### src/logic/fifo_pkg.sv
// Single clock FIFO definitions

package fifo_pkg;

	// Data enable behaviour at the read side
	typedef enum logic [0:0]
	{
		mode_single = 1'b0,	// Data available flag
		mode_burst  = 1'b1	// Delayed read strobe
	} fifo_mode_e;

	// Default geometry
	// Depth is two to the power of the address width
	localparam int DEF_ADR_WIDTH = 4;	// 16 words
	localparam int DEF_DAT_WIDTH = 32;

endpackage : fifo_pkg
### src/logic/fifo_mem_if.sv
// FIFO memory port bundle

`timescale 1ns/10ps
`default_nettype none

interface fifo_mem_if
#(
	parameter int adr_width = fifo_pkg::DEF_ADR_WIDTH,
	parameter int dat_width = fifo_pkg::DEF_DAT_WIDTH
);

	// Write port
	logic                 wr;
	logic [adr_width-1:0] wr_adr;
	logic [dat_width-1:0] wr_dat;

	// Read port
	logic                 rd_en;	// Read clock enable
	logic [adr_width-1:0] rd_adr;
	logic [dat_width-1:0] rd_dat;	// Registered read data

	// Pointer side
	modport ctrl
	(
		output wr,
		output wr_adr,
		output wr_dat,
		output rd_en,
		output rd_adr,
		input  rd_dat
	);

	// Memory side
	modport mem
	(
		input  wr,
		input  wr_adr,
		input  wr_dat,
		input  rd_en,
		input  rd_adr,
		output rd_dat
	);

	// Read data tap for the top level
	modport top
	(
		input rd_dat
	);

endinterface : fifo_mem_if

`default_nettype wire

### src/logic/fifo_sc.sv
// Single clock FIFO

`timescale 1ns/10ps
`default_nettype none

module fifo_sc
#(
	parameter int                   adr_width = fifo_pkg::DEF_ADR_WIDTH,
	parameter int                   dat_width = fifo_pkg::DEF_DAT_WIDTH,
	parameter fifo_pkg::fifo_mode_e mode      = fifo_pkg::mode_single
)
(
	// Clock and reset
	input  logic                 RST_IN,	// Clock
	input  logic                 CLK_IN,	// Reset, asynchronous
	input  logic                 clr,		// Clear

	// Write
	input  logic                 wr,
	input  logic [dat_width-1:0] dat_in,

	// Read
	input  logic                 rd_en,		// Read clock enable
	input  logic                 rd,
	output logic [dat_width-1:0] dat_out,
	output logic                 de,		// Data enable

	// Status
	output logic [adr_width:0]   wrds,		// Used words
	output logic                 ep,		// Empty
	output logic                 fl			// Full
);

	// Pointer control to memory
	fifo_mem_if
	#(
		.adr_width (adr_width),
		.dat_width (dat_width)
	)
	mem_if ();

	// Pointers, flags and word count
	fifo_ptr_ctrl
	#(
		.adr_width (adr_width),
		.dat_width (dat_width)
	)
	ptr_inst
	(
		.RST_IN (RST_IN),
		.CLK_IN (CLK_IN),
		.clr    (clr),
		.wr     (wr),
		.dat_in (dat_in),
		.rd_en  (rd_en),
		.rd     (rd),
		.mem    (mem_if.ctrl),
		.ep     (ep),
		.fl     (fl),
		.wrds   (wrds)
	);

	// Storage
	fifo_ram
	#(
		.adr_width (adr_width),
		.dat_width (dat_width)
	)
	ram_inst
	(
		.RST_IN (RST_IN),
		.mem    (mem_if.mem)
	);

	// Data enable
	fifo_rd_flag
	#(
		.mode (mode)
	)
	flag_inst
	(
		.RST_IN (RST_IN),
		.CLK_IN (CLK_IN),
		.rd_en  (rd_en),
		.rd     (rd),
		.ep     (ep),
		.de     (de)
	);

	// Read data straight from the memory output register
	assign dat_out = mem_if.rd_dat;

endmodule : fifo_sc

`default_nettype wire

### src/logic/fifo_rd_flag.sv
// FIFO data enable generation

`timescale 1ns/10ps
`default_nettype none

module fifo_rd_flag
#(
	parameter fifo_pkg::fifo_mode_e mode = fifo_pkg::mode_single
)
(
	input  logic RST_IN,	// Clock
	input  logic CLK_IN,	// Reset
	input  logic rd_en,		// Read clock enable
	input  logic rd,
	input  logic ep,		// Empty
	output logic de			// Data enable
);

	import fifo_pkg::*;

	logic da_r;		// Data available
	logic rs_r;		// Read strobe, one cycle late

	// Data available
	// Set while the FIFO holds data and nobody reads.
	// Any read drops it until the next word reaches the output
	always_ff @(posedge RST_IN, posedge CLK_IN)
	begin
		if (CLK_IN)
			da_r <= 1'b0;
		else
		begin
			if (rd_en)
			begin
				if (ep || rd)
					da_r <= 1'b0;
				else
					da_r <= 1'b1;
			end
		end
	end

	// Delayed read strobe
	// Lines up with the word that the memory registers after the read
	always_ff @(posedge RST_IN, posedge CLK_IN)
	begin
		if (CLK_IN)
			rs_r <= 1'b0;
		else
		begin
			if (rd_en)
				rs_r <= rd && !ep;	// Accepted reads only
		end
	end

	// Mode select, fixed at elaboration
	assign de = (mode == mode_burst) ? rs_r : da_r;

endmodule : fifo_rd_flag

`default_nettype wire

### src/logic/fifo_ptr_ctrl.sv
// FIFO pointers and status

`timescale 1ns/10ps
`default_nettype none

module fifo_ptr_ctrl
#(
	parameter int adr_width = fifo_pkg::DEF_ADR_WIDTH,
	parameter int dat_width = fifo_pkg::DEF_DAT_WIDTH
)
(
	input  logic                 RST_IN,	// Clock
	input  logic                 CLK_IN,	// Reset
	input  logic                 clr,		// Synchronous clear

	// Write side
	input  logic                 wr,
	input  logic [dat_width-1:0] dat_in,

	// Read side
	input  logic                 rd_en,		// Read clock enable
	input  logic                 rd,

	// Memory
	fifo_mem_if.ctrl             mem,

	// Status
	output logic                 ep,		// Empty
	output logic                 fl,		// Full
	output logic [adr_width:0]   wrds		// Used words
);

	localparam int depth = 2 ** adr_width;

	localparam logic [adr_width-1:0] ptr_max = adr_width'(depth - 1);
	localparam logic [adr_width:0]   depth_w = (adr_width + 1)'(depth);
	localparam logic [adr_width:0]   fl_thr  = (adr_width + 1)'(depth - 2);

	logic [adr_width-1:0] wp;		// Write pointer
	logic [adr_width-1:0] rp;		// Read pointer
	logic                 rd_ok;	// Accepted read
	logic [adr_width:0]   wrds_nxt;

	// Memory connections
	assign mem.wr     = wr;
	assign mem.wr_dat = dat_in;
	assign mem.wr_adr = wp;
	assign mem.rd_en  = rd_en;
	assign mem.rd_adr = rp;

	// No read from an empty FIFO
	assign rd_ok = rd_en && rd && !ep;

	// Write pointer
	always_ff @(posedge RST_IN, posedge CLK_IN)
	begin
		if (CLK_IN)
			wp <= '0;
		else
		begin
			if (clr)
				wp <= '0;
			else if (wr)
			begin
				if (wp == ptr_max)	// Wrap
					wp <= '0;
				else
					wp <= wp + 1'b1;
			end
		end
	end

	// Read pointer
	// Clear wins over the read clock enable
	always_ff @(posedge RST_IN, posedge CLK_IN)
	begin
		if (CLK_IN)
			rp <= '0;
		else
		begin
			if (clr)
				rp <= '0;
			else if (rd_ok)
			begin
				if (rp == ptr_max)	// Wrap
					rp <= '0;
				else
					rp <= rp + 1'b1;
			end
		end
	end

	// Empty
	assign ep = (wp == rp);

	// Distance from read to write pointer
	always_comb
	begin
		if (wp >= rp)
			wrds_nxt = {1'b0, wp - rp};
		else
			wrds_nxt = depth_w - {1'b0, rp} + {1'b0, wp};	// Write pointer wrapped
	end

	// Used words, registered for timing
	always_ff @(posedge RST_IN)
	begin
		wrds <= wrds_nxt;
	end

	// Full, leaves one word of margin
	assign fl = (wrds > fl_thr);

endmodule : fifo_ptr_ctrl

`default_nettype wire

### src/logic/fifo_ram.sv
// FIFO simple dual-port memory

`timescale 1ns/10ps
`default_nettype none

module fifo_ram
#(
	parameter int adr_width = fifo_pkg::DEF_ADR_WIDTH,
	parameter int dat_width = fifo_pkg::DEF_DAT_WIDTH
)
(
	input logic    RST_IN,	// Clock
	fifo_mem_if.mem mem
);

	localparam int depth = 2 ** adr_width;

	// Storage array, no reset
	logic [dat_width-1:0] ram [0:depth-1];

	// Write port
	always_ff @(posedge RST_IN)
	begin
		if (mem.wr)
			ram[mem.wr_adr] <= mem.wr_dat;
	end

	// Read port
	// Registered output, one cycle of latency.
	// A write to the same address in the same cycle returns the old word
	always_ff @(posedge RST_IN)
	begin
		if (mem.rd_en)	// Hold last word while disabled
			mem.rd_dat <= ram[mem.rd_adr];
	end

endmodule : fifo_ram

`default_nettype wire

### config.mk
export PLATFORM = sky130hd
export DESIGN_NAME = fifo_sc
export DESIGN_NICKNAME = d
export VERILOG_FILES = /design/src/logic/fifo_pkg.sv /design/src/logic/fifo_mem_if.sv /design/src/logic/fifo_sc.sv /design/src/logic/fifo_rd_flag.sv /design/src/logic/fifo_ptr_ctrl.sv /design/src/logic/fifo_ram.sv
export SDC_FILE = /design/constraint.sdc
export NUM_CORES = 1
export LEC_CHECK = 0
export BUFFER_PORTS_ARGS = -buffer_cell sky130_fd_sc_hd__buf_2
export CAP_MARGIN = 15
export CORE_AREA = 10 10 267 269
export CTS_BUF_LIST = sky130_fd_sc_hd__clkbuf_16
export DETAILED_ROUTE_END_ITERATION = 8
export DIE_AREA = 0 0 277 279
export PLACE_DENSITY_LB_ADDON = 0.2
export SYNTH_ARGS = -nofsm -noshare
export SYNTH_HDL_FRONTEND = slang
export SYNTH_SLANG_ARGS = --single-unit
### constraint.sdc
create_clock -name RST_IN -period 6.1 [get_ports RST_IN]
set_clock_uncertainty 0.2 [all_clocks]
set_input_delay 0.305 -clock RST_IN [delete_from_list [all_inputs] [get_ports RST_IN]]
set_output_delay 0.305 -clock RST_IN [all_outputs]
set_load 0.02 [all_outputs]
==> results_dict.tcl <==
set metrics [dict create \
    outcome "finished, final reports clean" \
    critPathKind "flop to output pin" \
    htreeDepth 2 \
    nets 1119 \
    tightest_slew_ps 928.4 \
    yosysWarnings 0 \
    final-seq-area_um2 16670 \
    final_cell_mix "edfxtp_1 (544), mux4_2 (128), buf_2 (77)" \
    critPathSlowestCell "dfrtp_4" \
    die_h_um 279 \
    avgSynthCellArea_um2 22.94 \
    rows 94 \
    holdWs_ps 109.6 \
    p_leak_nw 7.799 \
    yosysSeqAreaShare_pct 79.55 \
    setup_violations 0 \
    die_w_um 277 \
    cts-root-buf "clkbuf_16" \
    wl_per_cell_um 25.78 \
    drive_above_1_share_pct 30.29 \
    fp.coreArea_um2 65630 \
    path_clk_slew_ps 60 \
    cts_tree "yes" \
    drtPass1Iterations 4 \
    power.density_nw_per_um2 329.5 \
    fillerInstances 6000 \
    die-area_um2 77280 \
    crit_path_max_fanout 40 \
    port_buffers 77 \
    multi_input_area_um2 4099 \
    cts-buffers-inserted 58 \
    total_power_mw 8.154 \
    grt_max_degree 77 \
    slew-limit-headroom_pct 38.10 \
    post-route-util_pct 37.71 \
    clock-sinks 558 \
    hpwl_um 24570 \
    syn_inst 913 \
    drt_iter0_drc 759 \
    crit_required_ps 5590 \
    hold_path.class "input pin to flop" \
    syn_area_um2 20950 \
    path_cells "buf_4 -> ha_1 -> nand4_1 -> inv_1 -> buf_2" \
    maxSlewViolCount 0 \
    final.setup.tns_ps 0 \
    ioPinCount 78 \
    crit_arrival_ps 3200 \
    rsz0062_at_grt "no" \
    yosysUniqueCellTypes 33 \
    fmax_mhz 270.0 \
    synth_seq_cells 558 \
    final_period_minus_worst_setup_slack_ps 3703 \
    finalHoldViolations 0 \
    final_antenna_net_count 0 \
    dpl_cell_area_um2 22520 \
    grt_pass1_wl_um 74040 \
    place_congestion 0.6803 \
    cp-end-kind "output pin" \
    start_util_pct 31.91 \
    maxCapViolCount 0 \
    grt_pass1_vias 10590 \
    syn_nets 961 \
    clk_path_buf_depth 3 \
    peakVddDrop_mv 0.1701 \
    crit_path_max_incr_delay_ps 1010 \
    viasPerCell 4.884 \
    worst_setup_path_start_kind "flop" \
    syn2layout_area_growth_pct 18.16 \
    layout_commonest_cell "edfxtp_1" \
    grt_usage_pct 13.04 \
    antenna_found_initial 4 \
    overflow 0 \
    wirelength_um 51150 \
    crit_buf_inv 3 \
    cp_top_family "flip-flops" \
    final_area_um2 24750 \
    insertion_delay_ps 610 \
    drcViolationCount 0 \
    post_cts_buffers 0 \
    finalCritPeriodShare_pct 60.71 \
    dr_total_vias 9690 \
]
## power breakdown
group / switching [mW] / total [mW] / internal (mW)
Combinational: 0.222 / 0.406 / 0.184
Clock: 1.43 / 3.43 / 2.00
Sequential: 0.0412 / 4.32 / 4.28
Total: 1.69 / 8.15 / 6.46
## metal layers
metal,global-route usage (%),wire (um),vias up
met2,23.46,26760,179
met5,0,28,-
li1,-,-,4173
met4,2.857,757,6
met1,16.05,21590,5262
met3,2.412,2015,70
## stage by stage
stage / instances / setup slack, ps
floorplan: 913 / 2247
global placement: 1838 / 2923
detailed placement: 1838 / 2917
CTS: 1983 / 2244
global route: 1984 / 2107
finish: 1984 / 2397
## state kept, by name, summed over array words and instances, names as in the netlist
| signal | flops |
|---|---|
| ptr_inst.mem.wr_adr | 4 |
| ram_inst.ram | 512 |
| ptr_inst.mem.rd_adr | 4 |
| flag_inst.de | 1 |
| ptr_inst.wrds | 5 |
| ram_inst.mem.rd_dat | 32 |
## synth_stat cells
cell / number / share of area [%]
mux2_2: 2 / 0.11
nand3_1: 3 / 0.072
buf_8: 3 / 0.22
nor2_1: 19 / 0.34
mux2i_1: 1 / 0.048
buf_1: 2 / 0.036
inv_2: 3 / 0.054
a21o_1: 1 / 0.036
a41o_1: 1 / 0.048
ha_1: 9 / 0.54
dfrtp_1: 9 / 1.1
nand2_1: 39 / 0.70
a22oi_1: 64 / 2.3
and2_1: 2 / 0.060
conb_1: 1 / 0.018
nand4_1: 3 / 0.090
xnor2_1: 4 / 0.17
clkbuf_1: 20 / 0.36
mux4_2: 128 / 14
o21ai_0: 1 / 0.024
nand2b_1: 1 / 0.030
fa_1: 1 / 0.096
dfxtp_1: 5 / 0.48
nor3b_1: 6 / 0.22
o21ai_1: 2 / 0.048
buf_2: 12 / 0.29
inv_1: 9 / 0.16
buf_6: 6 / 0.32
xor2_1: 1 / 0.042
buf_4: 2 / 0.072
edfxtp_1: 544 / 78
nor3_1: 2 / 0.048
a21oi_1: 7 / 0.17
## worst paths after layout
path | start | end | slack (ps) | depth (start not counted)
max | ptr_inst.mem.rd_adr[0]$_DFFE_PP0P_ | ep | 2400 | 5
min | rd_en | ram_inst.mem.rd_dat[22]$_DFFE_PP_ | 110 | 1
max reg2reg | ptr_inst.mem.rd_adr[0]$_DFFE_PP0P_ | ram_inst.mem.rd_dat[8]$_DFFE_PP_ | 3010 | 4
min reg2reg | flag_inst.de$_DFFE_PP0P_ | flag_inst.de$_DFFE_PP0P_ | 310 | 1
max in group asynchronous | CLK_IN | ptr_inst.mem.rd_adr[1]$_DFFE_PP0P_ | 4840 | 4
min in group asynchronous | CLK_IN | ptr_inst.mem.wr_adr[1]$_DFFE_PP0P_ | 560 | 4
## cell type report
class	count	area share [%]
multi-input combinational	298	16.56
clock buffer	61	6.168
clock inverter	47	1.325
timing repair buffer	143	4.034
antenna	1	0.01011
sequential	558	67.35
inverter	12	0.1820
tap	864	4.368
## repair_timing
action                    4_1_cts  5_1_grt
hold buffers                   37        0
hold endpoints to repair      530        0
gates resized for setup         0        0
## logic make-up after synthesis
logic type / count (synthesis) / share of synthesized area, %
xor+xnor: 5 / 0.2091
mux: 131 / 13.92
simple gates: 75 / 1.553
flops: 558 / 79.55
other cells: 1 / 0.01790
fa+ha+maj: 10 / 0.6332
buf+inv: 57 / 1.505
compound gates: 76 / 2.616
(Power assumes the default switching activity.)
